`config.mk`:
```
export PLATFORM = sky130hd
export DESIGN_NAME = tlp_transaction_layer
export DESIGN_NICKNAME = d
export VERILOG_FILES = /design/src/tlp_pkg.sv /design/src/tlp_rx_parser.sv /design/src/tlp_req_fifo.sv /design/src/tlp_cfg_completer.sv /design/src/tlp_transaction_layer.sv
export SDC_FILE = /design/constraint.sdc
export NUM_CORES = 1
export LEC_CHECK = 0
export BUFFER_PORTS_ARGS = -buffer_cell sky130_fd_sc_hd__buf_4
export CAP_MARGIN = 20
export CORE_AREA = 5 5 240 242
export DETAILED_ROUTE_END_ITERATION = 7
export DIE_AREA = 0 0 245 247
export GPL_TIMING_DRIVEN = 0
export HOLD_SLACK_MARGIN = 0.06
export PLACE_DENSITY_LB_ADDON = 0.2
export SLEW_MARGIN = 25
export SYNTH_ARGS = -nofsm -noshare
export SYNTH_HDL_FRONTEND = slang
export SYNTH_SLANG_ARGS = --single-unit
```
`constraint.sdc`:
```
create_clock -name axi_tlp_rx -period 9.45 [get_ports axi_tlp_rx]
set_input_delay 0.945 -clock axi_tlp_rx [delete_from_list [all_inputs] [get_ports axi_tlp_rx]]
set_output_delay 0.945 -clock axi_tlp_rx [all_outputs]
set_load 0.005 [all_outputs]
```
`src/tlp_pkg.sv`:
```
package tlp_pkg;

	////////////////////
	// Header field codes

	// Format field, header word 0 bits 7:5
	typedef enum logic [2:0] {
		fmt_3dw_nodata = 3'd0,
		fmt_4dw_nodata = 3'd1,
		fmt_3dw_data   = 3'd2,
		fmt_4dw_data   = 3'd3,
		// TLP prefix, never accepted here
		fmt_prefix     = 3'd4
	} tlp_format_t;

	// Type field, header word 0 bits 4:0
	typedef enum logic [4:0] {
		type_mem        = 5'd0,
		type_mem_locked = 5'd1,
		type_io         = 5'd2,
		type_cfg0       = 5'd4,
		type_cfg1       = 5'd5,
		type_cpl        = 5'd10,
		type_cpl_locked = 5'd11
	} tlp_type_t;

	////////////////////
	// Header bit positions

	// Word 0
	localparam int fmt_msb    = 7;
	localparam int fmt_lsb    = 5;
	localparam int type_msb   = 4;
	localparam int type_lsb   = 0;
	localparam int poison_bit = 22;
	// Length high part, then low byte
	localparam int len_hi_msb = 17;
	localparam int len_hi_lsb = 16;
	localparam int len_lo_msb = 31;
	localparam int len_lo_lsb = 24;

	// Word 1
	localparam int req_id_msb = 15;
	localparam int req_id_lsb = 0;
	localparam int tag_msb    = 23;
	localparam int tag_lsb    = 16;

	// Word 2, address still in wire byte order
	localparam int bus_msb    = 7;
	localparam int bus_lsb    = 0;
	localparam int dev_msb    = 15;
	localparam int dev_lsb    = 11;

	////////////////////
	// Queued request

	// One accepted type 0 config write
	typedef struct packed {
		logic [31:0] addr;
		logic [31:0] wdata;
		logic [9:0]  len;
		logic [15:0] requester;
		logic [7:0]  tag;
		logic [7:0]  bus;
		logic [4:0]  device;
	} cfg_req_t;

endpackage

```
`src/tlp_rx_parser.sv`:
```
`timescale 1ns/1ps

module tlp_rx_parser (
	input  logic              axi_tlp_rx,
	input  logic              reset,
	input  logic              dl_link_up,
	// Incoming TLP words from the data link layer
	input  logic              rx_tvalid,
	input  logic [31:0]       rx_tdata,
	input  logic              rx_tlast,
	// CRC error flag that only counts together with rx_tlast
	input  logic              rx_tuser,
	output logic              rx_tready,
	// Request buffer write side
	output logic              req_wr,
	output tlp_pkg::cfg_req_t req_wdata,
	input  logic              req_full
);

	typedef enum logic [2:0] {
		st_idle,
		st_hdr1,
		st_hdr2,
		st_cfg_data,
		st_drop
	} state_t;

	state_t state;

	// Word transfer on this edge
	logic accept;

	// Fields captured from the header words
	tlp_pkg::tlp_format_t fmt;
	tlp_pkg::tlp_type_t   typ;
	logic [9:0]           len;
	logic [15:0]          requester;
	logic [7:0]           tag;
	logic [31:0]          addr;
	logic [7:0]           bus;
	logic [4:0]           device;

	assign accept = rx_tvalid && rx_tready;

	////////////////////
	// Control

	always_ff @(posedge axi_tlp_rx) begin
		if (reset) begin
			state     <= st_idle;
			rx_tready <= 1'b1;
			req_wr    <= 1'b0;
		end else begin
			// Stall the input one cycle after the buffer fills
			rx_tready <= !req_full;
			req_wr    <= 1'b0;

			if (accept) begin
				case (state)
					// Header word 0
					st_idle: begin
						// Poisoned TLPs are discarded whole
						if (rx_tdata[tlp_pkg::poison_bit])
							state <= st_drop;
						else
							state <= st_hdr1;
					end

					// Requester and tag word with byte enables ignored
					st_hdr1: begin
						state <= st_hdr2;
					end

					// Address word completes the header
					st_hdr2: begin
						if (fmt == tlp_pkg::fmt_3dw_data && typ == tlp_pkg::type_cfg0 &&
								len == 10'd1)
							state <= st_cfg_data;
						else
							state <= st_drop;
					end

					// Single data word that must carry last
					st_cfg_data: begin
						// Bad CRC or a lost link means no write
						if (rx_tlast && !rx_tuser && dl_link_up)
							req_wr <= 1'b1;
						// Extra data words are malformed
						state <= st_drop;
					end

					// Wait for the end of the TLP
					st_drop: begin
						state <= st_drop;
					end

					default: begin
						state <= st_drop;
					end
				endcase

				// Nothing gets through without a link
				if (!dl_link_up)
					state <= st_drop;

				// Every TLP ends back in idle
				if (rx_tlast)
					state <= st_idle;
			end
		end
	end

	////////////////////
	// Header capture

	always_ff @(posedge axi_tlp_rx) begin
		if (accept) begin
			case (state)
				st_idle: begin
					fmt <= tlp_pkg::tlp_format_t'(rx_tdata[tlp_pkg::fmt_msb:tlp_pkg::fmt_lsb]);
					typ <= tlp_pkg::tlp_type_t'(rx_tdata[tlp_pkg::type_msb:tlp_pkg::type_lsb]);
					len <= {rx_tdata[tlp_pkg::len_hi_msb:tlp_pkg::len_hi_lsb],
						rx_tdata[tlp_pkg::len_lo_msb:tlp_pkg::len_lo_lsb]};
				end
				st_hdr1: begin
					requester <= rx_tdata[tlp_pkg::req_id_msb:tlp_pkg::req_id_lsb];
					tag       <= rx_tdata[tlp_pkg::tag_msb:tlp_pkg::tag_lsb];
				end
				st_hdr2: begin
					// Address arrives byte-reversed
					addr   <= {rx_tdata[7:0], rx_tdata[15:8], rx_tdata[23:16], rx_tdata[31:24]};
					// Bus and device come from every config write
					bus    <= rx_tdata[tlp_pkg::bus_msb:tlp_pkg::bus_lsb];
					device <= rx_tdata[tlp_pkg::dev_msb:tlp_pkg::dev_lsb];
				end
				st_cfg_data: begin
					req_wdata.addr      <= addr;
					req_wdata.wdata     <= rx_tdata;
					req_wdata.len       <= len;
					req_wdata.requester <= requester;
					req_wdata.tag       <= tag;
					req_wdata.bus       <= bus;
					req_wdata.device    <= device;
				end
				default: begin
				end
			endcase
		end
	end

	// The registered tready must keep writes away from a full buffer
	assert property (@(posedge axi_tlp_rx) disable iff (reset) req_wr |-> !req_full)
		else $error("parser wrote a request into a full buffer");

endmodule

```
`src/tlp_req_fifo.sv`:
```
`timescale 1ns/1ps

module tlp_req_fifo #(
	parameter type payload_t = logic [31:0],
	// Entry count, power of two
	parameter int  depth     = 4
) (
	input  logic     axi_tlp_rx,
	input  logic     reset,
	// Write side
	input  logic     wr,
	input  payload_t wdata,
	output logic     full,
	// Read side, head shown while valid
	output logic     valid,
	output payload_t rdata,
	input  logic     pop
);

	localparam int ptr_w = $clog2(depth);
	localparam int cnt_w = $clog2(depth + 1);
	localparam logic [cnt_w-1:0] max_cnt = cnt_w'(depth);

	payload_t mem [depth];

	logic [ptr_w-1:0] wr_ptr;
	logic [ptr_w-1:0] rd_ptr;
	logic [cnt_w-1:0] count;

	// Qualified strobes
	logic do_wr;
	logic do_pop;

	assign full   = (count == max_cnt);
	assign valid  = (count != '0);
	assign rdata  = mem[rd_ptr];
	assign do_wr  = wr && !full;
	assign do_pop = pop && valid;

	////////////////////
	// Pointers and count

	always_ff @(posedge axi_tlp_rx) begin
		if (reset) begin
			wr_ptr <= '0;
			rd_ptr <= '0;
			count  <= '0;
		end else begin
			// Pointers wrap on their own
			if (do_wr)
				wr_ptr <= wr_ptr + ptr_w'(1);
			if (do_pop)
				rd_ptr <= rd_ptr + ptr_w'(1);
			case ({do_wr, do_pop})
				2'b10:   count <= count + cnt_w'(1);
				2'b01:   count <= count - cnt_w'(1);
				default: count <= count;
			endcase
		end
	end

	// Storage
	always_ff @(posedge axi_tlp_rx) begin
		if (do_wr)
			mem[wr_ptr] <= wdata;
	end

	// Producer and consumer both must respect the flags
	assert property (@(posedge axi_tlp_rx) disable iff (reset) pop |-> valid)
		else $error("pop from an empty buffer");
	assert property (@(posedge axi_tlp_rx) disable iff (reset) wr |-> !full)
		else $error("write to a full buffer");

endmodule

```
`src/tlp_cfg_completer.sv`:
```
`timescale 1ns/1ps

module tlp_cfg_completer (
	input  logic              axi_tlp_rx,
	input  logic              reset,
	// Request buffer read side
	input  logic              req_valid,
	input  tlp_pkg::cfg_req_t req_rdata,
	output logic              req_pop,
	// Config bus, writes only
	output logic              apb_psel,
	output logic              apb_penable,
	output logic [31:0]       apb_paddr,
	output logic [31:0]       apb_pwdata,
	input  logic              apb_pready,
	// Outgoing completion, no back-pressure
	output logic              tx_tvalid,
	output logic [31:0]       tx_tdata,
	output logic              tx_tlast
);

	// Request being served
	tlp_pkg::cfg_req_t req;

	// Request in flight
	logic busy;
	// APB write finished
	logic apb_done;
	// Next completion word, 3 once all are sent
	logic [1:0] tx_word;

	// Fixed completion header
	logic [31:0] cpl_word0;
	logic [31:0] cpl_word1;
	logic [31:0] cpl_word2;

	assign req_pop = !busy && req_valid;

	assign apb_paddr  = req.addr;
	assign apb_pwdata = req.wdata;

	////////////////////
	// Completion words

	// 3DW no data, completion type
	assign cpl_word0 = {24'h0, tlp_pkg::fmt_3dw_nodata, tlp_pkg::type_cpl};

	// Completer ID, status always success, byte count from length
	assign cpl_word1 = {req.len[5:0], 2'b00, 4'h0, req.len[9:6], req.device, 3'b000, req.bus};

	// Requester and tag replayed, lower address zero for config
	assign cpl_word2 = {8'h00, req.tag, req.requester};

	////////////////////
	// Control

	always_ff @(posedge axi_tlp_rx) begin
		if (reset) begin
			busy        <= 1'b0;
			apb_done    <= 1'b0;
			tx_word     <= 2'd0;
			apb_psel    <= 1'b0;
			apb_penable <= 1'b0;
			tx_tvalid   <= 1'b0;
			tx_tlast    <= 1'b0;
		end else begin
			// Single cycle strobes
			tx_tvalid <= 1'b0;
			tx_tlast  <= 1'b0;

			if (req_pop) begin
				busy      <= 1'b1;
				apb_done  <= 1'b0;
				// APB setup phase
				apb_psel  <= 1'b1;
				// Completion word 0 goes out right away
				tx_tvalid <= 1'b1;
				tx_word   <= 2'd1;
			end else if (busy) begin
				// Setup to access
				if (apb_psel && !apb_penable) begin
					apb_penable <= 1'b1;
				end else if (apb_penable && apb_pready) begin
					apb_psel    <= 1'b0;
					apb_penable <= 1'b0;
					apb_done    <= 1'b1;
				end

				// Remaining completion words run alongside the write
				case (tx_word)
					2'd1: begin
						tx_tvalid <= 1'b1;
						tx_word   <= 2'd2;
					end
					2'd2: begin
						tx_tvalid <= 1'b1;
						tx_tlast  <= 1'b1;
						tx_word   <= 2'd3;
					end
					default: begin
					end
				endcase

				// Both sides finished
				if (apb_done && tx_word == 2'd3)
					busy <= 1'b0;
			end
		end
	end

	////////////////////
	// Payload

	always_ff @(posedge axi_tlp_rx) begin
		if (req_pop) begin
			req      <= req_rdata;
			tx_tdata <= cpl_word0;
		end else if (tx_word == 2'd1) begin
			tx_tdata <= cpl_word1;
		end else if (tx_word == 2'd2) begin
			tx_tdata <= cpl_word2;
		end
	end

	// Address must hold across setup and access until pready
	assert property (@(posedge axi_tlp_rx) disable iff (reset)
		apb_psel && !(apb_penable && apb_pready) |=> apb_psel && $stable(apb_paddr))
		else $error("APB address changed before the transfer completed");

endmodule

```
`src/tlp_transaction_layer.sv`:
```
`timescale 1ns/1ps

module tlp_transaction_layer #(
	// Buffered requests, power of two
	parameter int fifo_depth = 4
) (
	input  logic        axi_tlp_rx,
	input  logic        reset,
	input  logic        dl_link_up,
	// TLPs from the data link layer
	input  logic        rx_tvalid,
	input  logic [31:0] rx_tdata,
	input  logic        rx_tlast,
	input  logic        rx_tuser,
	output logic        rx_tready,
	// Config register bus
	output logic        apb_psel,
	output logic        apb_penable,
	output logic [31:0] apb_paddr,
	output logic [31:0] apb_pwdata,
	input  logic        apb_pready,
	// Completions to the data link layer
	output logic        tx_tvalid,
	output logic [31:0] tx_tdata,
	output logic        tx_tlast
);

	// Parser to buffer
	logic              req_wr;
	tlp_pkg::cfg_req_t req_wdata;
	logic              req_full;

	// Buffer to completer
	logic              req_valid;
	tlp_pkg::cfg_req_t req_rdata;
	logic              req_pop;

	////////////////////
	// Receive path

	tlp_rx_parser tlp_rx_parser_inst (
		.axi_tlp_rx (axi_tlp_rx),
		.reset      (reset),
		.dl_link_up (dl_link_up),
		.rx_tvalid  (rx_tvalid),
		.rx_tdata   (rx_tdata),
		.rx_tlast   (rx_tlast),
		.rx_tuser   (rx_tuser),
		.rx_tready  (rx_tready),
		.req_wr     (req_wr),
		.req_wdata  (req_wdata),
		.req_full   (req_full)
	);

	// Request queue, whole struct per entry
	tlp_req_fifo #(
		.payload_t (tlp_pkg::cfg_req_t),
		.depth     (fifo_depth)
	) tlp_req_fifo_inst (
		.axi_tlp_rx (axi_tlp_rx),
		.reset      (reset),
		.wr         (req_wr),
		.wdata      (req_wdata),
		.full       (req_full),
		.valid      (req_valid),
		.rdata      (req_rdata),
		.pop        (req_pop)
	);

	////////////////////
	// Completion path

	tlp_cfg_completer tlp_cfg_completer_inst (
		.axi_tlp_rx  (axi_tlp_rx),
		.reset       (reset),
		.req_valid   (req_valid),
		.req_rdata   (req_rdata),
		.req_pop     (req_pop),
		.apb_psel    (apb_psel),
		.apb_penable (apb_penable),
		.apb_paddr   (apb_paddr),
		.apb_pwdata  (apb_pwdata),
		.apb_pready  (apb_pready),
		.tx_tvalid   (tx_tvalid),
		.tx_tdata    (tx_tdata),
		.tx_tlast    (tx_tlast)
	);

endmodule

```
==> qor.yml, run 1 <==
yosys_warnings: 0
cts_hold_buffers: 0
crit_required_ns: 9.96
syn_inst: 1048
period_share_pct: 31.3
ys_ff_latch: 712
die-area_mm2: 0.0605
post_cts_resized: 0
cts_root_buffer: "clkbuf_16"
tightestPinTransition_ns: 0.977
antenna_found_initial: 5
port_buffers: 137
finalSetupTns_ns: 0
post-place-cells: 1923
rows: 86
whs_path_depth: 0
final_common_cell: "edfxtp_1"
path_max_fanout: 10
postCtsSetupBuffers: 0
grt_pass1_wl_um: 72300
drc: 0
drt-initial-drc-count: 807
max_stage_delay_ns: 0.50
relSlewSlack_pct: 34.9
fin_area_mm2: 0.0294
clock_latency_ns: 0.59
clock_sinks: 712
stdcell_count: 2053
ir_drop_mv: 0.145
grt_max_degree: 54
setup_viol: 0
track_usage_pct: 16.2
yosysTopAreaCellShare_pct: 80.7
layout_setup_ws_ns: 6.49
cts_max_path_buffers: 3
crit_chain: "clkbuf_1, or2_1, buf_2, inv_2, clkbuf_1, ha_1, inv_1, fa_1, xor2_1, or3_1, a21oi_1"
syn_area_mm2: 0.0246
start_kind: "flop"
design.core.area_mm2: 0.0549
syn_to_final_growth_pct: 19.3
initial_core_util_pct: 44.9
pwr_density_cell_mw_per_mm2: 251
p_total_uw: 7360
dp_hpwl_um: 31000
max_cap_viol_count: 0
cpMostUsedCell: "clkbuf_1"
finalCriticalPeriod_ns: 2.96
hold_class: "reg2reg"
synth_cell_types: 50
grt_pass1_vias: 11174
async_reset_ff_share_pct: 0
die_x_um: 245
status: "finished clean"
drive_gt1_share_pct: 30.7
critPathTopFamily: "buffers and inverters"
wl_per_cell_um: 23.5
crit_arrival_ns: 3.46
timing.fmax_mhz: 338
layout_common_cells: "edfxtp_1 (662), buf_4 (169), mux4_2 (98)"
crit_buf_inv: 5
pre_cts_slack_ns: 6.48
grt_setup_unrepaired: "false"
avgSynthCellArea_um2: 23.5
synth_area_leaders: "edfxtp_1 (81%), mux4_2 (9.0%), dfxtp_1 (4.1%)"
dr.pass1.iters: 7
nNetsFinal: 1341
path_clk_slew_ns: 0.06
ys_seq_area_share_pct: 84.8
synth_top_cell_by_area: "edfxtp_1"
cp_slowest_cell: "clkbuf_1"
routed_via_density: 5.22
slew_viol_final: 0
hold_viol: 0
worst-path-stages: 11
numCtsBuffers: 72
synth_edf_count: 662
reg2regPathDepth: 11
finClkSkew_ns: 0.0208
gr-total-overflow: 0
critPathKind: "reg2reg"
cts_tree: "done"
die_h_um: 247
io_pins: 140
ctsHtreeMaxLevel: 3
gp_congestion: 0.692
p_leak_uw: 0.00954
worstSetupEndpointType: "flop"
ys.flop_type: "edfxtp_1"
vias: 10714
finalWirelength_um: 48300
dpl_cell_area_mm2: 0.0270
detail-route-antenna-nets: 0
path summary, 6_finish.rpt:
kind                                                   from                               to  slack, ns
worst max-delay path            tlp_cfg_completer_inst.busy       tlp_req_fifo_inst.count[2]       6.49
worst min register to register    tlp_rx_parser_inst.bus[1]  tlp_rx_parser_inst.req_wdata[6]       0.42
worst max register to register  tlp_cfg_completer_inst.busy       tlp_req_fifo_inst.count[2]       6.49
worst min-delay path              tlp_rx_parser_inst.bus[1]  tlp_rx_parser_inst.req_wdata[6]       0.42
cell usage after synthesis (8+ instances only):
library cell / count
edfxtp_1: 662
mux4_2: 98
dfxtp_1: 50
nor3_1: 27
clkbuf_1: 21
nor2_1: 20
nor2b_1: 18
buf_2: 16
a221oi_1: 15
buf_4: 15
nand2_1: 13
a21oi_1: 11
a22oi_1: 8
ha_1: 8
inv_1: 8
mux2i_1: 8
flip-flops by register name (all words and copies together) (netlist names), 2 cells and up:
signal and flops:
tlp_cfg_completer_inst.cpl_word1 23, tlp_rx_parser_inst.state 3, tlp_rx_parser_inst.requester 16, tlp_cfg_completer_inst.tx_tdata 30, tlp_rx_parser_inst.typ 5, tlp_cfg_completer_inst.apb_pwdata 32, tlp_rx_parser_inst.req_wdata 98, tlp_rx_parser_inst.len 10
tlp_cfg_completer_inst.tx_word 2, tlp_rx_parser_inst.fmt 3, tlp_req_fifo_inst.wr_ptr 2, tlp_rx_parser_inst.bus 8, tlp_rx_parser_inst.tag 8, tlp_req_fifo_inst.count 3, tlp_cfg_completer_inst.cpl_word2 24, tlp_rx_parser_inst.device 4
tlp_rx_parser_inst.addr 20, tlp_cfg_completer_inst.apb_paddr 19, tlp_req_fifo_inst.rd_ptr 2, tlp_req_fifo_inst.mem 392
cells by family after synthesis:
| group | count (synthesis) | synth area share [%] |
|---|---|---|
| fa+ha+maj | 9 | 0.488 |
| buf+inv | 65 | 1.37 |
| flops | 712 | 84.8 |
| other cells | 1 | 0.0152 |
| mux | 106 | 9.29 |
| xor+xnor | 5 | 0.178 |
| compound gates | 46 | 1.34 |
| simple gates | 104 | 2.52 |
metrics by stage:
step	utilization (%)	hold slack (ns)
3_5_place_dp	49.3	0.405
6_report	53.5	0.416
5_1_grt	53.5	0.422
2_1_floorplan	-	0.400
4_1_cts	53.5	0.414
3_3_place_gp	48.4	0.401
where the power goes:
group	internal (µW)	switching (µW)	total (µW)
Sequential	3650	87.8	3730
Clock	1660	1130	2780
Combinational	400	446	846
Total	5700	1660	7360
layer usage:
metal	global-route usage, %	routed length, µm
met2	25.7	23400
met1	23.2	21800
met4	4.62	813
met5	0	17
met3	3.23	2330
area by class of cell:
cell class                 instances  area, µm²
inverter                          10       42.5
sequential                       712      20900
multi-input combinational        272       3440
timing repair buffer             170       1490
fill                            4212      25500
buffer                            55        300
clock buffer                      97       2040
clock inverter                    31        287
tap                              704        881
antenna                            2       5.00
Power figures use the tool's default switching activity.
==> run 2: changes to the inputs <==
==> constraint.sdc (replaced) <==
create_clock -name axi_tlp_rx -period 2.7 [get_ports axi_tlp_rx]
set_input_delay 0.27 -clock axi_tlp_rx [delete_from_list [all_inputs] [get_ports axi_tlp_rx]]
set_output_delay 0.27 -clock axi_tlp_rx [all_outputs]
set_load 0.005 [all_outputs]
==> run 2 against run 1 <==
Effect of this change: count of clock-buffer cells in the layout stayed put; core utilization increased by 0.59 points; sequential cell count unchanged; cell area rose by 1.1%; register-to-register slack got worse by 6.3 ns; via count is 1.3% higher; hold slack worse by 0.25 ns; first-iteration DRC count is 6.9% higher; die area unchanged; clock power rose to 3.4 times the previous value; routed wire length increased by 1.6%; largest power group unchanged.
==> qor.yml, run 2 (synthesized netlist as in run 1, its figures left out) <==
status: "finished clean"  # unchanged
vias: 10854  # was 10,714
gr-total-overflow: 0  # unchanged
critPathKind: "reg2reg"  # unchanged
finalSetupTns_ns: 0  # unchanged
finClkSkew_ns: 0.0249  # was 0.0208 ns
final_common_cell: "edfxtp_1"  # unchanged
max_cap_viol_count: 0  # unchanged
rows: 86  # unchanged
grt_setup_unrepaired: "false"  # unchanged
clock_latency_ns: 0.59  # about the same
critPathTopFamily: "buffers and inverters"  # unchanged
track_usage_pct: 16.4  # was 16.2%
postCtsSetupBuffers: 0  # unchanged
busiest_layer: "met2"  # unchanged
detail-route-antenna-nets: 0  # unchanged
setup_viol: 0  # unchanged
cts_tree: "done"  # unchanged
io_pins: 140  # unchanged
routed_via_density: 5.21  # was 5.22
pwr_density_cell_mw_per_mm2: 860  # was 251 mW/mm²
drive_gt1_share_pct: 30.3  # was 30.7%
grt_pass1_vias: 11385  # was 11,174
crit_required_ns: 3.22  # was 9.96 ns
path_clk_slew_ns: 0.06  # about the same
drt-initial-drc-count: 863  # was 807
clock_sinks: 712  # unchanged
finalCriticalPeriod_ns: 2.48  # was 2.96 ns
die_x_um: 245  # unchanged
cts_root_buffer: "clkbuf_16"  # unchanged
tightestPinTransition_ns: 0.994  # was 0.977 ns
gr-usage-met1_pct: 23.2  # about the same
worstSetupEndpointType: "flop"  # unchanged
die-area_mm2: 0.0605  # unchanged
antenna_found_initial: 2  # was 5
grt.met2_usage_pct: 26.6  # was 25.7%
wl_per_cell_um: 23.6  # was 23.5 µm
diodes: 0  # was 2
port_buffers: 137  # unchanged
dp_hpwl_um: 31000  # about the same
start_kind: "flop"  # unchanged
crit_chain: "clkbuf_1, or2_1, buf_2, clkinv_2, ha_1, inv_1, fa_1, xor2_1, or3_1, a21oi_1"  # was clkbuf_1, or2_1, buf_2, inv_2, clkbuf_1, ha_1, inv_1, fa_1, xor2_1, or3_1, a21oi_1
layout_common_cells: "edfxtp_1 (662), buf_4 (155), mux4_2 (98)"  # was edfxtp_1 (662), buf_4 (169), mux4_2 (98)
crit_arrival_ns: 3.00  # was 3.46 ns
syn_to_final_growth_pct: 20.6  # was 19.3%
post-place-cells: 1919  # was 1,923
p_leak_uw: 0.00967  # was 0.00954 µW
cp_slowest_cell: "fa_1"  # was clkbuf_1
cts_max_path_buffers: 3  # unchanged
slew_viol_final: 0  # unchanged
drc: 0  # unchanged
hold_class: "in2reg"  # was reg2reg
grt_max_degree: 66  # was 54
nNetsFinal: 1373  # was 1,341
ctsHtreeMaxLevel: 3  # unchanged
crit_buf_inv: 4  # was 5
design.core.area_mm2: 0.0549  # unchanged
period_share_pct: 91.9  # was 31.3%
max_stage_delay_ns: 0.38  # was 0.50 ns
path_max_fanout: 14  # was 10
pre_cts_slack_ns: -0.266  # was 6.48 ns
gp_congestion: 0.712  # was 0.692
layout_setup_ws_ns: 0.219  # was 6.49 ns
top_register: "tlp_req_fifo_inst.mem"  # unchanged
grt_pass1_wl_um: 73400  # was 72,300 µm
hold_viol: 0  # unchanged
relSlewSlack_pct: 33.7  # was 34.9%
utilization_pct: 54.1  # was 53.5%
grt_util_met3_pct: 3.17  # was 3.23%
numCtsBuffers: 71  # was 72
dr.pass1.iters: 4  # was 7
timing.fmax_mhz: 403  # was 338 MHz
stdcell_count: 2082  # was 2,053
ir_drop_mv: 0.507  # was 0.145 mV
finalWirelength_um: 49100  # was 48,300 µm
die_h_um: 247  # unchanged
whs_ns: 0.166  # was 0.416 ns
initial_core_util_pct: 44.9  # unchanged
largest_reg_flops: 392  # unchanged
-- run 2: cell types whose count changed in the layout (fill, tap and decap cells not counted), moves of 4 or more --
cell / delta
buf_8: +5
buf_6: +5
clkinv_1: -7
buf_4: -14
dlygate4sd3_1: +37
clkinv_2: +8
clkbuf_16: -4
-- run 2: path summary, 6_finish.rpt --
check | endpoint | slack [ns] | cells after the start | startpoint
max | tlp_req_fifo_inst.count[2] | 0.22 | 10 | tlp_cfg_completer_inst.busy
min | tlp_rx_parser_inst.state[1] | 0.17 | 5 | dl_link_up
max reg2reg | tlp_req_fifo_inst.count[2] | 0.22 | 10 | tlp_cfg_completer_inst.busy
min reg2reg | tlp_rx_parser_inst.req_wdata[8] | 0.42 | 0 | tlp_rx_parser_inst.bus[3]
-- run 2: worst register-to-register path, stage by stage (launching register included) --
cell	delay (ns)
dfxtp_1	0.29
clkbuf_1	0.19
or2_1	0.26
buf_2	0.19
clkinv_2	0.22
ha_1	0.22
inv_1	0.06
fa_1	0.38
xor2_1	0.16
or3_1	0.30
a21oi_1	0.14
-- run 2: per-stage QoR --
stage	instance area (µm²)	power [µW]
after floorplan	24700	14900
after global placement	26600	16300
after detailed placement	27100	16400
after CTS	29700	25900
after global routing	29700	26600
final	29700	25500
-- run 2: repair_timing --
| item | 4_1_cts | 5_1_grt |
|---|---|---|
| endpoints found under the hold margin | 119 | 0 |
| hold buffers | 37 | 0 |
| gates cloned | 0 | 1 |
| setup endpoints to repair | 2 | 36 |
| gates resized for setup | 0 | 2 |
| pin swaps | 0 | 1 |
-- run 2: per-layer routing --
layer	wire length, µm	vias up	part of all wire, %
li1	-	4824	-
met1	21800	5715	44
met2	24100	253	49
met3	2420	62	4.9
met4	849	0	1.7
met5	0	-	0
-- run 2: cell type report --
class | count | area (µm²)
plain buffers | 54 | 297
well taps | 704 | 881
flip-flops and latches | 712 | 20900
inverters | 10 | 43.8
clock inverters | 29 | 262
repair buffers | 203 | 1870
clock buffers | 97 | 1990
fillers | 4166 | 25200
multi-input cells | 273 | 3470
-- run 2: report_power, final --
part	internal [µW]	total [µW]	leakage, µW	switching (µW)
clock network	5550	9440	0.00110	3900
registers	12800	13100	0.00638	307
logic	1430	3020	0.00219	1590
total	19700	25500	0.00967	5790
